$ cat config.mk
export PLATFORM = sky130hd
export DESIGN_NAME = mini_backend
export DESIGN_NICKNAME = d
export VERILOG_FILES = /design/src/rtl/backend_pkg.sv /design/src/rtl/uop_if.sv /design/src/rtl/backend_ctrl.sv /design/src/rtl/insn_decoder.sv /design/src/rtl/int_regfile.sv /design/src/rtl/exec_unit.sv /design/src/rtl/mini_backend.sv
export VERILOG_INCLUDE_DIRS = /design/src /design/src/rtl
export SDC_FILE = /design/constraint.sdc
export NUM_CORES = 1
export LEC_CHECK = 0
export ABC_AREA = 1
export BUFFER_PORTS_ARGS = -buffer_cell sky130_fd_sc_hd__clkbuf_2
export CAP_MARGIN = 20
export CORE_AREA = 5 5 272 274
export CTS_CLUSTER_DIAMETER = 100
export DETAILED_ROUTE_END_ITERATION = 10
export DIE_AREA = 0 0 277 279
export PLACE_DENSITY = 0.75
export SYNTH_ARGS = -nofsm -noshare
export SYNTH_HDL_FRONTEND = slang
export SYNTH_HIERARCHICAL = 1
export SYNTH_SLANG_ARGS = --single-unit
export TNS_END_PERCENT = 100
$ cat constraint.sdc
create_clock -name clk_i -period 7.79 [get_ports clk_i]
set_input_delay 1.558 -clock clk_i [delete_from_list [all_inputs] [get_ports clk_i]]
set_output_delay 1.558 -clock clk_i [all_outputs]
set_load 0.005 [all_outputs]
$ cat src/rtl/backend_consts.svh
// Backend constants
`ifndef BACKEND_CONSTS_SVH
`define BACKEND_CONSTS_SVH

`define BE_XLEN        32
`define BE_AREG_W      3
`define BE_NUM_AREGS   8
`define BE_EPOCH_W     3
`define BE_OP_W        4
`define BE_SLOTS       2
`define BE_INSTR_BYTES 4
`define BE_RESET_PC    32'h0000_1000

// opcode field values, anything else runs as a nop.
`define BE_OP_ADD  4'd0
`define BE_OP_ADDI 4'd1
`define BE_OP_BEQ  4'd2
`define BE_OP_BNE  4'd3

`endif

$ cat src/rtl/backend_pkg.sv
// Backend shared types
`default_nettype none
`include "backend_consts.svh"

package backend_pkg;

  typedef logic [`BE_XLEN-1:0] xlen_t;
  typedef logic [`BE_XLEN-1:0] pc_t;
  typedef logic [`BE_XLEN-1:0] instr_t;

  typedef logic [`BE_AREG_W-1:0]  areg_t;
  typedef logic [`BE_EPOCH_W-1:0] epoch_t;
  typedef logic [`BE_OP_W-1:0]    opcode_t;

  // index of a slot inside a fetch bundle.
  typedef logic [$clog2(`BE_SLOTS)-1:0] slot_t;

  typedef enum logic {
    CTRL_IDLE,
    CTRL_ISSUE
  } ctrl_state_e;

endpackage

`default_nettype wire

$ cat src/rtl/uop_if.sv
// Decoded micro-op interface
`default_nettype none

interface uop_if;
  import backend_pkg::*;

  logic    valid;
  pc_t     pc;
  pc_t     pred_npc;
  opcode_t op;
  areg_t   rd;
  areg_t   rs1;
  areg_t   rs2;
  xlen_t   imm;       // already sign-extended.
  logic    writes_rd;
  logic    is_branch;

  modport dec (
    output valid, pc, pred_npc, op, rd, rs1, rs2, imm, writes_rd, is_branch
  );

  modport rf (
    input rs1, rs2
  );

  modport ex (
    input valid, pc, pred_npc, op, rd, imm, writes_rd, is_branch
  );

endinterface

`default_nettype wire

$ cat src/rtl/backend_ctrl.sv
// Bundle issue controller
`default_nettype none
`include "backend_consts.svh"

module backend_ctrl (
  input  logic                                   clk_i,
  input  logic                                   rst_n_i,
  input  logic                                   fe_valid_i,
  output logic                                   fe_ready_o,
  input  backend_pkg::instr_t [`BE_SLOTS-1:0]    fe_instrs_i,
  input  backend_pkg::pc_t                       fe_pc_i,
  input  logic [`BE_SLOTS-1:0]                   fe_slot_valid_i,
  input  backend_pkg::pc_t [`BE_SLOTS-1:0]       fe_pred_npc_i,
  input  backend_pkg::epoch_t                    fe_epoch_i,
  input  logic                                   mispredict_i,
  output logic                                   issue_valid_o,
  output backend_pkg::instr_t                    issue_instr_o,
  output backend_pkg::pc_t                       issue_pc_o,
  output backend_pkg::pc_t                       issue_pred_npc_o
);
  import backend_pkg::*;

  ctrl_state_e             state_q;
  epoch_t                  epoch_q;
  logic [`BE_SLOTS-1:0]    pending_q;    // slots of the held bundle not yet issued.
  logic [`BE_SLOTS-1:0]    pending_rest;
  instr_t [`BE_SLOTS-1:0]  buf_instrs_q;
  pc_t [`BE_SLOTS-1:0]     buf_pred_npc_q;
  pc_t                     buf_pc_q;
  slot_t                   slot_ptr;
  logic                    fe_fire;

  assign fe_ready_o = (state_q == CTRL_IDLE);
  assign fe_fire    = fe_valid_i && fe_ready_o;

  // the lowest pending slot goes next, which keeps program order.
  always_comb begin
    slot_ptr = '0;
    for (int i = `BE_SLOTS - 1; i >= 0; i--) begin
      if (pending_q[i]) slot_ptr = slot_t'(i);
    end
    pending_rest = pending_q;
    pending_rest[slot_ptr] = 1'b0;
  end

  assign issue_valid_o    = (state_q == CTRL_ISSUE) && (|pending_q);
  assign issue_instr_o    = buf_instrs_q[slot_ptr];
  assign issue_pred_npc_o = buf_pred_npc_q[slot_ptr];
  assign issue_pc_o       = buf_pc_q + pc_t'(slot_ptr) * `BE_INSTR_BYTES;

  always_ff @(posedge clk_i or negedge rst_n_i) begin
    if (!rst_n_i) begin
      state_q   <= CTRL_IDLE;
      pending_q <= '0;
      epoch_q   <= '0;
    end else begin
      case (state_q)
        CTRL_IDLE: begin
          if (fe_fire) begin
            state_q <= CTRL_ISSUE;
            // A stale bundle is taken but leaves nothing to issue.
            pending_q <= (fe_epoch_i == epoch_q) ? fe_slot_valid_i : '0;
          end
        end
        CTRL_ISSUE: begin
          if (mispredict_i) begin
            pending_q <= '0;  // younger slots are on the wrong path.
            epoch_q   <= epoch_q + epoch_t'(1);
            state_q   <= CTRL_IDLE;
          end else begin
            pending_q <= pending_rest;
            if (pending_rest == '0) state_q <= CTRL_IDLE;
          end
        end
        default: state_q <= CTRL_IDLE;
      endcase
    end
  end

  always_ff @(posedge clk_i) begin
    if (fe_fire) begin
      buf_instrs_q   <= fe_instrs_i;
      buf_pred_npc_q <= fe_pred_npc_i;
      buf_pc_q       <= fe_pc_i;
    end
  end

endmodule

`default_nettype wire

$ cat src/rtl/insn_decoder.sv
// Instruction decoder
`default_nettype none
`include "backend_consts.svh"

module insn_decoder (
  input  logic                issue_valid_i,
  input  backend_pkg::instr_t issue_instr_i,
  input  backend_pkg::pc_t    issue_pc_i,
  input  backend_pkg::pc_t    issue_pred_npc_i,
  uop_if.dec                  uop
);
  import backend_pkg::*;

  opcode_t op;
  areg_t   rd;
  logic    is_alu;

  assign op = issue_instr_i[31:28];
  assign rd = issue_instr_i[26:24];

  assign is_alu = (op == `BE_OP_ADD) || (op == `BE_OP_ADDI);

  assign uop.valid    = issue_valid_i;
  assign uop.pc       = issue_pc_i;
  assign uop.pred_npc = issue_pred_npc_i;
  assign uop.op       = op;
  assign uop.rd       = rd;
  assign uop.rs1      = issue_instr_i[22:20];
  assign uop.rs2      = issue_instr_i[18:16];

  // the immediate serves both as addend and as branch offset.
  assign uop.imm = {{(`BE_XLEN - 16){issue_instr_i[15]}}, issue_instr_i[15:0]};

  // Writes to r0 are dropped here so that commit reports we low for them.
  assign uop.writes_rd = is_alu && (rd != '0);
  assign uop.is_branch = (op == `BE_OP_BEQ) || (op == `BE_OP_BNE);

endmodule

`default_nettype wire

$ cat src/rtl/int_regfile.sv
// Integer register file
`default_nettype none
`include "backend_consts.svh"

module int_regfile (
  input  logic                clk_i,
  input  logic                rst_n_i,
  uop_if.rf                   uop,
  input  logic                we_i,
  input  backend_pkg::areg_t  waddr_i,
  input  backend_pkg::xlen_t  wdata_i,
  output backend_pkg::xlen_t  rs1_data_o,
  output backend_pkg::xlen_t  rs2_data_o
);
  import backend_pkg::*;

  xlen_t regs_q [`BE_NUM_AREGS];

  // the commit stage writes one cycle late, so its value is bypassed.
  function automatic xlen_t read_port(areg_t addr);
    xlen_t data;
    if (addr == '0) data = '0;
    else if (we_i && (waddr_i == addr)) data = wdata_i;
    else data = regs_q[addr];
    return data;
  endfunction

  assign rs1_data_o = read_port(uop.rs1);
  assign rs2_data_o = read_port(uop.rs2);

  always_ff @(posedge clk_i or negedge rst_n_i) begin
    if (!rst_n_i) begin
      for (int i = 0; i < `BE_NUM_AREGS; i++) regs_q[i] <= '0;
    end else if (we_i && (waddr_i != '0)) begin
      regs_q[waddr_i] <= wdata_i;
    end
  end

endmodule

`default_nettype wire

$ cat src/rtl/exec_unit.sv
// Execute and commit stage
`default_nettype none
`include "backend_consts.svh"

module exec_unit (
  input  logic                clk_i,
  input  logic                rst_n_i,
  uop_if.ex                   uop,
  input  backend_pkg::xlen_t  rs1_data_i,
  input  backend_pkg::xlen_t  rs2_data_i,
  output logic                mispredict_o,
  output logic                commit_valid_o,
  output logic                commit_we_o,
  output backend_pkg::areg_t  commit_areg_o,
  output backend_pkg::xlen_t  commit_wdata_o,
  output logic                flush_o,
  output backend_pkg::pc_t    redirect_pc_o,
  output logic                bpu_update_valid_o,
  output backend_pkg::pc_t    bpu_update_pc_o,
  output logic                bpu_update_taken_o,
  output backend_pkg::pc_t    bpu_update_target_o
);
  import backend_pkg::*;

  xlen_t alu_result;
  xlen_t src_b;
  pc_t   target;
  pc_t   actual_npc;
  logic  taken;
  logic  operands_eq;

  assign src_b       = (uop.op == `BE_OP_ADDI) ? uop.imm : rs2_data_i;
  assign alu_result  = rs1_data_i + src_b;
  assign operands_eq = (rs1_data_i == rs2_data_i);

  assign taken = ((uop.op == `BE_OP_BEQ) && operands_eq) ||
                 ((uop.op == `BE_OP_BNE) && !operands_eq);

  assign target     = uop.pc + uop.imm;
  assign actual_npc = taken ? target : uop.pc + `BE_INSTR_BYTES;

  // The controller sees this in the issue cycle and drops the younger slots.
  assign mispredict_o = uop.valid && (actual_npc != uop.pred_npc);

  always_ff @(posedge clk_i or negedge rst_n_i) begin
    if (!rst_n_i) begin
      commit_valid_o     <= 1'b0;
      commit_we_o        <= 1'b0;
      flush_o            <= 1'b0;
      redirect_pc_o      <= `BE_RESET_PC;
      bpu_update_valid_o <= 1'b0;
    end else begin
      commit_valid_o     <= uop.valid;
      commit_we_o        <= uop.valid && uop.writes_rd;
      flush_o            <= mispredict_o;
      redirect_pc_o      <= actual_npc;
      bpu_update_valid_o <= uop.valid && uop.is_branch;
    end
  end

  always_ff @(posedge clk_i) begin
    commit_areg_o       <= uop.rd;
    commit_wdata_o      <= alu_result;
    bpu_update_pc_o     <= uop.pc;
    bpu_update_taken_o  <= taken;
    bpu_update_target_o <= target;  // the target is reported even when not taken.
  end

endmodule

`default_nettype wire

$ cat src/rtl/mini_backend.sv
// Mini backend top level
`default_nettype none
`include "backend_consts.svh"

module mini_backend (
  input  logic                                 clk_i,
  input  logic                                 rst_n_i,
  input  logic                                 fe_valid_i,
  output logic                                 fe_ready_o,
  input  backend_pkg::instr_t [`BE_SLOTS-1:0]  fe_instrs_i,
  input  backend_pkg::pc_t                     fe_pc_i,
  input  logic [`BE_SLOTS-1:0]                 fe_slot_valid_i,
  input  backend_pkg::pc_t [`BE_SLOTS-1:0]     fe_pred_npc_i,
  input  backend_pkg::epoch_t                  fe_epoch_i,
  output logic                                 commit_valid_o,
  output logic                                 commit_we_o,
  output backend_pkg::areg_t                   commit_areg_o,
  output backend_pkg::xlen_t                   commit_wdata_o,
  output logic                                 flush_o,
  output backend_pkg::pc_t                     redirect_pc_o,
  output logic                                 bpu_update_valid_o,
  output backend_pkg::pc_t                     bpu_update_pc_o,
  output logic                                 bpu_update_taken_o,
  output backend_pkg::pc_t                     bpu_update_target_o
);
  import backend_pkg::*;

  logic   issue_valid;
  instr_t issue_instr;
  pc_t    issue_pc;
  pc_t    issue_pred_npc;
  logic   mispredict;
  xlen_t  rs1_data;
  xlen_t  rs2_data;

  uop_if uop_inst ();

  backend_ctrl ctrl_inst (
    .clk_i,
    .rst_n_i,
    .fe_valid_i,
    .fe_ready_o,
    .fe_instrs_i,
    .fe_pc_i,
    .fe_slot_valid_i,
    .fe_pred_npc_i,
    .fe_epoch_i,
    .mispredict_i     (mispredict),
    .issue_valid_o    (issue_valid),
    .issue_instr_o    (issue_instr),
    .issue_pc_o       (issue_pc),
    .issue_pred_npc_o (issue_pred_npc)
  );

  insn_decoder decoder_inst (
    .issue_valid_i    (issue_valid),
    .issue_instr_i    (issue_instr),
    .issue_pc_i       (issue_pc),
    .issue_pred_npc_i (issue_pred_npc),
    .uop              (uop_inst.dec)
  );

  // the write port is fed back from the commit register.
  int_regfile regfile_inst (
    .clk_i,
    .rst_n_i,
    .uop        (uop_inst.rf),
    .we_i       (commit_we_o),
    .waddr_i    (commit_areg_o),
    .wdata_i    (commit_wdata_o),
    .rs1_data_o (rs1_data),
    .rs2_data_o (rs2_data)
  );

  exec_unit exec_inst (
    .clk_i,
    .rst_n_i,
    .uop          (uop_inst.ex),
    .rs1_data_i   (rs1_data),
    .rs2_data_i   (rs2_data),
    .mispredict_o (mispredict),
    .commit_valid_o,
    .commit_we_o,
    .commit_areg_o,
    .commit_wdata_o,
    .flush_o,
    .redirect_pc_o,
    .bpu_update_valid_o,
    .bpu_update_pc_o,
    .bpu_update_taken_o,
    .bpu_update_target_o
  );

endmodule

`default_nettype wire

# Word-level counts from Yosys, hierarchy flattened
# Cells that the tools add are included.
[word_totals] input_bits=168 ff_bits=558 latchBits=0 output_inout_bits=137 romBits=0 n_memories=0 elab_cells=108 mem_bits_rw=0
[op_classes] multipliers=0 bitwise=6 reduce_logical=25 n_lt_le_gt_ge=6 shifts=0 div=0 eq_ne=9 n_mux=31 n_addsub=5
[op_table] cell="$mux W32" n=15
[op_table] cell="$bwmux W256" n=1
[op_table] cell="$bmux W32 S3" n=2
[op_table] cell="$demux W32 S3" n=1
[op_table] cell="$add A32 B32 Y32" n=2
[op_table] cell="$add A32 B3 Y32" n=1
[op_table] cell="$add A32 B3 Y32 const B" n=1
[op_table] cell="$eq A32 B32 Y1" n=1
[op_table] cell="$ne A32 B32 Y1" n=1
[op_table] cell="$logic_and A1 B1 Y1" n=13
[op_table] cell="$ge A4 B4 Y1 const B" n=3
[op_table] cell="$not A3 Y4" n=3
[op_table] cell="$eq A3 B3 Y1" n=3
[op_table] cell="$eq A4 B2 Y1 const B" n=2
[op_table] cell="$logic_not A3 Y1" n=2
[op_table] cell="$mux W1" n=6
[op_table] cell="$mux W2" n=3
[op_table] cell="$reduce_bool A3 Y1" n=2
[op_table] cell="$eq A4 B1 Y1 const B" n=1
[op_table] cell="$logic_not A4 Y1" n=1
[op_table] cell="$lt A4 B1 Y1 const B" n=1
[op_table] cell="$pmux W2 S2" n=1
[op_table] cell="$add A3 B1 Y3 const B" n=1
[op_table] cell="$logic_or A1 B1 Y1" n=3
[op_table] cell="other kinds (12)" n=12

# Longest topological paths before layout
[depth] word_depth=19 ltp_mapped=41 depth_no_buf=36

# Hierarchy
# Netlist, hierarchy kept.
[modules_own_cells] module="int_regfile" instances=1 seq_area_each_um2=5605.4 area_each_um2=13887.1 cells_each=2176
[modules_own_cells] module="exec_unit" instances=1 seq_area_each_um2=2904.0 area_each_um2=10252.3 cells_each=1622
[modules_own_cells] module="backend_ctrl" instances=1 seq_area_each_um2=4954.8 area_each_um2=6839.1 cells_each=592
[modules_own_cells] module="insn_decoder" instances=1 seq_area_each_um2=0.0 area_each_um2=860.8 cells_each=119

# Least setup slack after synthesis
# No wires, ideal clock.
[synth_timing] path_kind="in2reg" start="in fe_valid_i" end="reg ctrl_inst.state_q" required_ns=7.684 setup_time_ns=0.106 arrival_ns=8.994 cell_stages=3 setup_slack_ns=-1.311 cell_sequence="inv_1 > nor2_1 > or2_2"
[synth_via] elab_chain_len=3
[synth_lines] element="start: declaration" line_no="mini_backend.sv:8" rtl="input logic fe_valid_i,"
[synth_lines] element="$logic_and A1 B1 Y1" line_no="backend_ctrl.sv:34" rtl="assign fe_fire = fe_valid_i && fe_ready_o;"
[synth_lines] element="net ctrl_inst.fe_fire" line_no="backend_ctrl.sv:31" rtl="logic fe_fire;"
[synth_lines] element="$mux W1" line_no="backend_ctrl.sv:59" rtl="if (fe_fire) begin"
[synth_lines] element="$pmux W1 S2" line_no="backend_ctrl.sv:57" rtl="case (state_q)"
[synth_lines] element="end signal: assignment" line_no="backend_ctrl.sv:53" rtl="state_q <= CTRL_IDLE;"
[synth_lines] element="end signal: assignment" line_no="backend_ctrl.sv:60" rtl="state_q <= CTRL_ISSUE;"
[synth_lines] element="end signal: assignment" line_no="backend_ctrl.sv:69" rtl="state_q <= CTRL_IDLE;"
[synth_lines] element="end: declaration" line_no="backend_ctrl.sv:23" rtl="ctrl_state_e state_q;"
# The timed path passes the listed nets, and every way through them passes these cells.
# A chain may end at the register's enable or synchronous reset.

# Worst setup path in the final report
[layout_timing] start="reg ctrl_inst.pending_q[1]" end="reg ctrl_inst.pending_q[1]"
[layout_via] elab_chain_len=19
[layout_lines] element="start: declaration" line_no="backend_ctrl.sv:25" rtl="logic [`BE_SLOTS-1:0] pending_q;"
[layout_lines] element="start signal: assignment" line_no="backend_ctrl.sv:62" rtl="pending_q <= (fe_epoch_i == epoch_q) ? fe_slot_valid_i : '0;"
[layout_lines] element="start signal: assignment" line_no="backend_ctrl.sv:71" rtl="pending_q <= pending_rest;"
[layout_lines] element="$mux W1 (*) (2 in series)" line_no="backend_ctrl.sv:40" rtl="if (pending_q[i]) slot_ptr = slot_t'(i);"
[layout_lines] element="$mux W32 (not written as such) (*) (2 in series)" line_no="backend_ctrl.sv:47" rtl="assign issue_instr_o = buf_instrs_q[slot_ptr];"
[layout_lines] element="net issue_instr[18]" line_no="mini_backend.sv:29" rtl="instr_t issue_instr;"
[layout_lines] element="$not A3 Y4 (not written as such)" line_no="int_regfile.sv:24" rtl="else data = regs_q[addr];"
[layout_lines] element="$bmux W32 S3" line_no="int_regfile.sv:24"
[layout_lines] element="$mux W32 (not written as such) (2 in series)" line_no="int_regfile.sv:24"
[layout_lines] element="$mux W32" line_no="int_regfile.sv:23" rtl="else if (we_i && (waddr_i == addr)) data = wdata_i;"
[layout_lines] element="$mux W32 (*)" line_no="int_regfile.sv:22" rtl="if (addr == '0) data = '0;"
[layout_lines] element="net rs2_data[31]" line_no="mini_backend.sv:34" rtl="xlen_t rs2_data;"
[layout_lines] element="[2 not listed]"
[layout_lines] element="$logic_and A1 B1 Y1" line_no="exec_unit.sv:37" rtl="((uop.op == `BE_OP_BNE) && !operands_eq);"
[layout_lines] element="$logic_or A1 B1 Y1 (*)" line_no="exec_unit.sv:36" rtl="assign taken = ((uop.op == `BE_OP_BEQ) && operands_eq) ||"
[layout_lines] element="$mux W32 (no source line) (*)"
[layout_lines] element="$ne A32 B32 Y1 (*)" line_no="exec_unit.sv:43" rtl="assign mispredict_o = uop.valid && (actual_npc != uop.pred_npc);"
[layout_lines] element="$logic_and A1 B1 Y1 (*)" line_no="exec_unit.sv:43"
[layout_lines] element="net mispredict" line_no="mini_backend.sv:32" rtl="logic mispredict;"
[layout_lines] element="$mux W2 (*)" line_no="backend_ctrl.sv:66" rtl="if (mispredict_i) begin"
[layout_lines] element="$pmux W2 S2 (*)" line_no="backend_ctrl.sv:57"
# The timed path passes the listed nets; every way through them passes the cells marked *. The select of a mux whose other input is x is not followed.

==> impl_metrics.yaml <==
sta:
  final_hold_viol_count: 0
  tightest_slew_ns: 1.12
  fin_crit_sh_pct: 85.4
  max_freq_mhz: 150
  slew_headroom_pct: 25.1
  period_minus_slack_ns: 6.65
  fin_ws_ns: 1.14
  tns_ns: 0
  drv_slew: 0
  finalClockSkew_ns: 0.0495
  rsz0062_at_grt: "no"
  setup_viol: 0
layout:
  nets: 4854
  final_common_cell: "nand2_1"
  n_fill_cell: 7011
  final_cell_area_um2: 35000
  final_cell_mix: "nand2_1, inv_1, nor2_1"
  area_growth_pct: 10.8
  drive_above_1_share_pct: 11.8
  num_antenna_cells: 0
  layoutNonFillerInstCount: 5617
yosys:
  syn_avg_cell_area_um2: 7.04
  synth_nets: 4731
  netlist_area_um2: 31600
  synthCells: 4494
  yosys_warnings: 6
placed_design:
  placedCellCount: 5506
  post-place-ws_ns: 0.971
  dp_hpwl_um: 71300
  portBuffers: 298
  gp_congestion: 0.993
  placed_area_um2: 33100
global_route:
  grt_overflow: 0
  grtUsageTotal_pct: 25.5
  grt_max_degree: 157
  grt_pass1_wl_um: 157000
  grt_pass1_vias: 27900
  antenna_found_initial: 3
power:
  clockPowerShare_pct: 28.6
  power_switching_mw: 3.90
  powerDensity_nw_per_um2: 279
  report.power.total_mw: 9.78
  internal-power_mw: 5.88
  switching_share_pct: 39.9
  seqPwrFrac_pct: 35.6
  power_frac_comb_pct: 35.9
  irDropWorstVdd_v: 0.000216
  p_leak_nw: 17.4
routing:
  ant_nets: 0
  postRouteWirelength_um: 102000
  drc_errors: 0
  drt-initial-drc-count: 2769
  drt_pass1_iterations: 6
  vias_per_cell: 5.25
  post_drt_wl_per_cell_um: 18.2
  vias: 29500
setup_path:
  path_max_fanout: 49
  crit_path_frequent_cell: "nand2_1"
  cpPeakStageDelay_ns: 0.66
  cp_data_arrival_time_ns: 7.23
  crit_path_top_delay_cell: "nand2_2"
  start_kind: "flop"
  worst-setup-path-type: "flop to flop"
  required_ns: 8.37
  end_kind: "flop"
die:
  die_w_um: 277
  num_rows: 98
  die_area_um2: 77300
  initial_core_util_pct: 44.5
  coreArea_um2: 71100
  io_pins: 305
  dieHeight_um: 279
clock_network:
  clockBufferDepth: 3
  cts_max_level: 2
  ctsHoldBuffers: 0
  clk_pin_slew_ns: 0.06
  cts_made_buffers: 58
  cts_setup_buffers: 0
  clk_latency_ns: 0.65
  cts_resized: 0
  cts.sinks: 520
  cts_root_buf: "clkbuf_16"
  cts_tree: "yes"
worst_hold_path:
  hold_path_class: "flop to flop"
run:
  drv_cap: 0
outcome:
  outcome: "finished, final reports clean"
final cells by class:
class                   count  area, µm²  share of cell area, %
clock buffers              75       1610                   4.59
inverters                 478       1790                   5.12
well taps                 950       1190                   3.39
repair buffers            346       1900                   5.42
clock inverters            35        348                  0.993
flip-flops and latches    520      13300                   37.9
multi-input cells        3213      14900                   42.6
power groups by stage:
stage,Combinational (mW),Sequential (mW),Clock [mW]
after CTS,3.46,3.47,2.83
final,3.51,3.48,2.79
after floorplan,2.35,3.45,0
after global placement,3.40,3.51,0
after detailed placement,3.44,3.52,0
after global routing,3.89,3.51,2.95
metrics by stage:
step	hold WS, ns	utilization [%]
global placement	0.463	46.5
CTS	0.477	49.2
floorplan	0.453	-
global route	0.497	49.3
finish	0.475	49.3
detailed placement	0.458	46.5
sequential cells by signal (all words and copies together), names as in the netlist:
| register | flops |
|---|---|
| exec_inst/commit_we_o | 1 |
| ctrl_inst/pending_q | 2 |
| exec_inst/commit_wdata_o | 32 |
| exec_inst/bpu_update_valid_o | 1 |
| exec_inst/bpu_update_pc_o | 32 |
| exec_inst/flush_o | 1 |
| ctrl_inst/buf_instrs_q | 58 |
| exec_inst/commit_valid_o | 1 |
| exec_inst/bpu_update_target_o | 32 |
| regfile_inst/regs_q | 224 |
| ctrl_inst/state_q | 1 |
| ctrl_inst/epoch_q | 3 |
| exec_inst/redirect_pc_o | 32 |
| exec_inst/commit_areg_o | 3 |
| exec_inst/bpu_update_taken_o | 1 |
| ctrl_inst/buf_pred_npc_q | 64 |
| ctrl_inst/buf_pc_q | 32 |
per-layer routing:
metal  GRT usage [%]  wire, µm
met1            34.0     42100
met2            41.6     46600
met3            4.69      9420
met4            9.84      4360
met5               0        13
final timing paths:
path | start | to | slack (ns) | cells after the start
max | ctrl_inst/pending_q[1]$_DFFE_PN0P_ | ctrl_inst/pending_q[1]$_DFFE_PN0P_ | 1.14 | 33
min | ctrl_inst/buf_instrs_q[57]$_DFFE_PP_ | exec_inst/commit_areg_o[1]$_DFF_P_ | 0.47 | 2
max reg2reg | ctrl_inst/pending_q[1]$_DFFE_PN0P_ | ctrl_inst/pending_q[1]$_DFFE_PN0P_ | 1.14 | 33
min reg2reg | ctrl_inst/buf_instrs_q[57]$_DFFE_PP_ | exec_inst/commit_areg_o[1]$_DFF_P_ | 0.47 | 2
max in group asynchronous | rst_n_i | regfile_inst/regs_q[86]$_DFFE_PN0P_ | 5.53 | 2
min in group asynchronous | rst_n_i | exec_inst/bpu_update_valid_o$_DFF_PN0_ | 0.88 | 1
worst max-delay path: cells and delay by family, from the launching register on:
kind                   cells  cell delay [ns]
flip-flops                 1             0.37
AO/OA/AOI/OAI              2             0.36
AND/OR/NAND/NOR           24             3.72
XOR/XNOR                   1             0.46
buffers and inverters      6             1.56
Note: power is estimated with default switching activity, not from simulation.
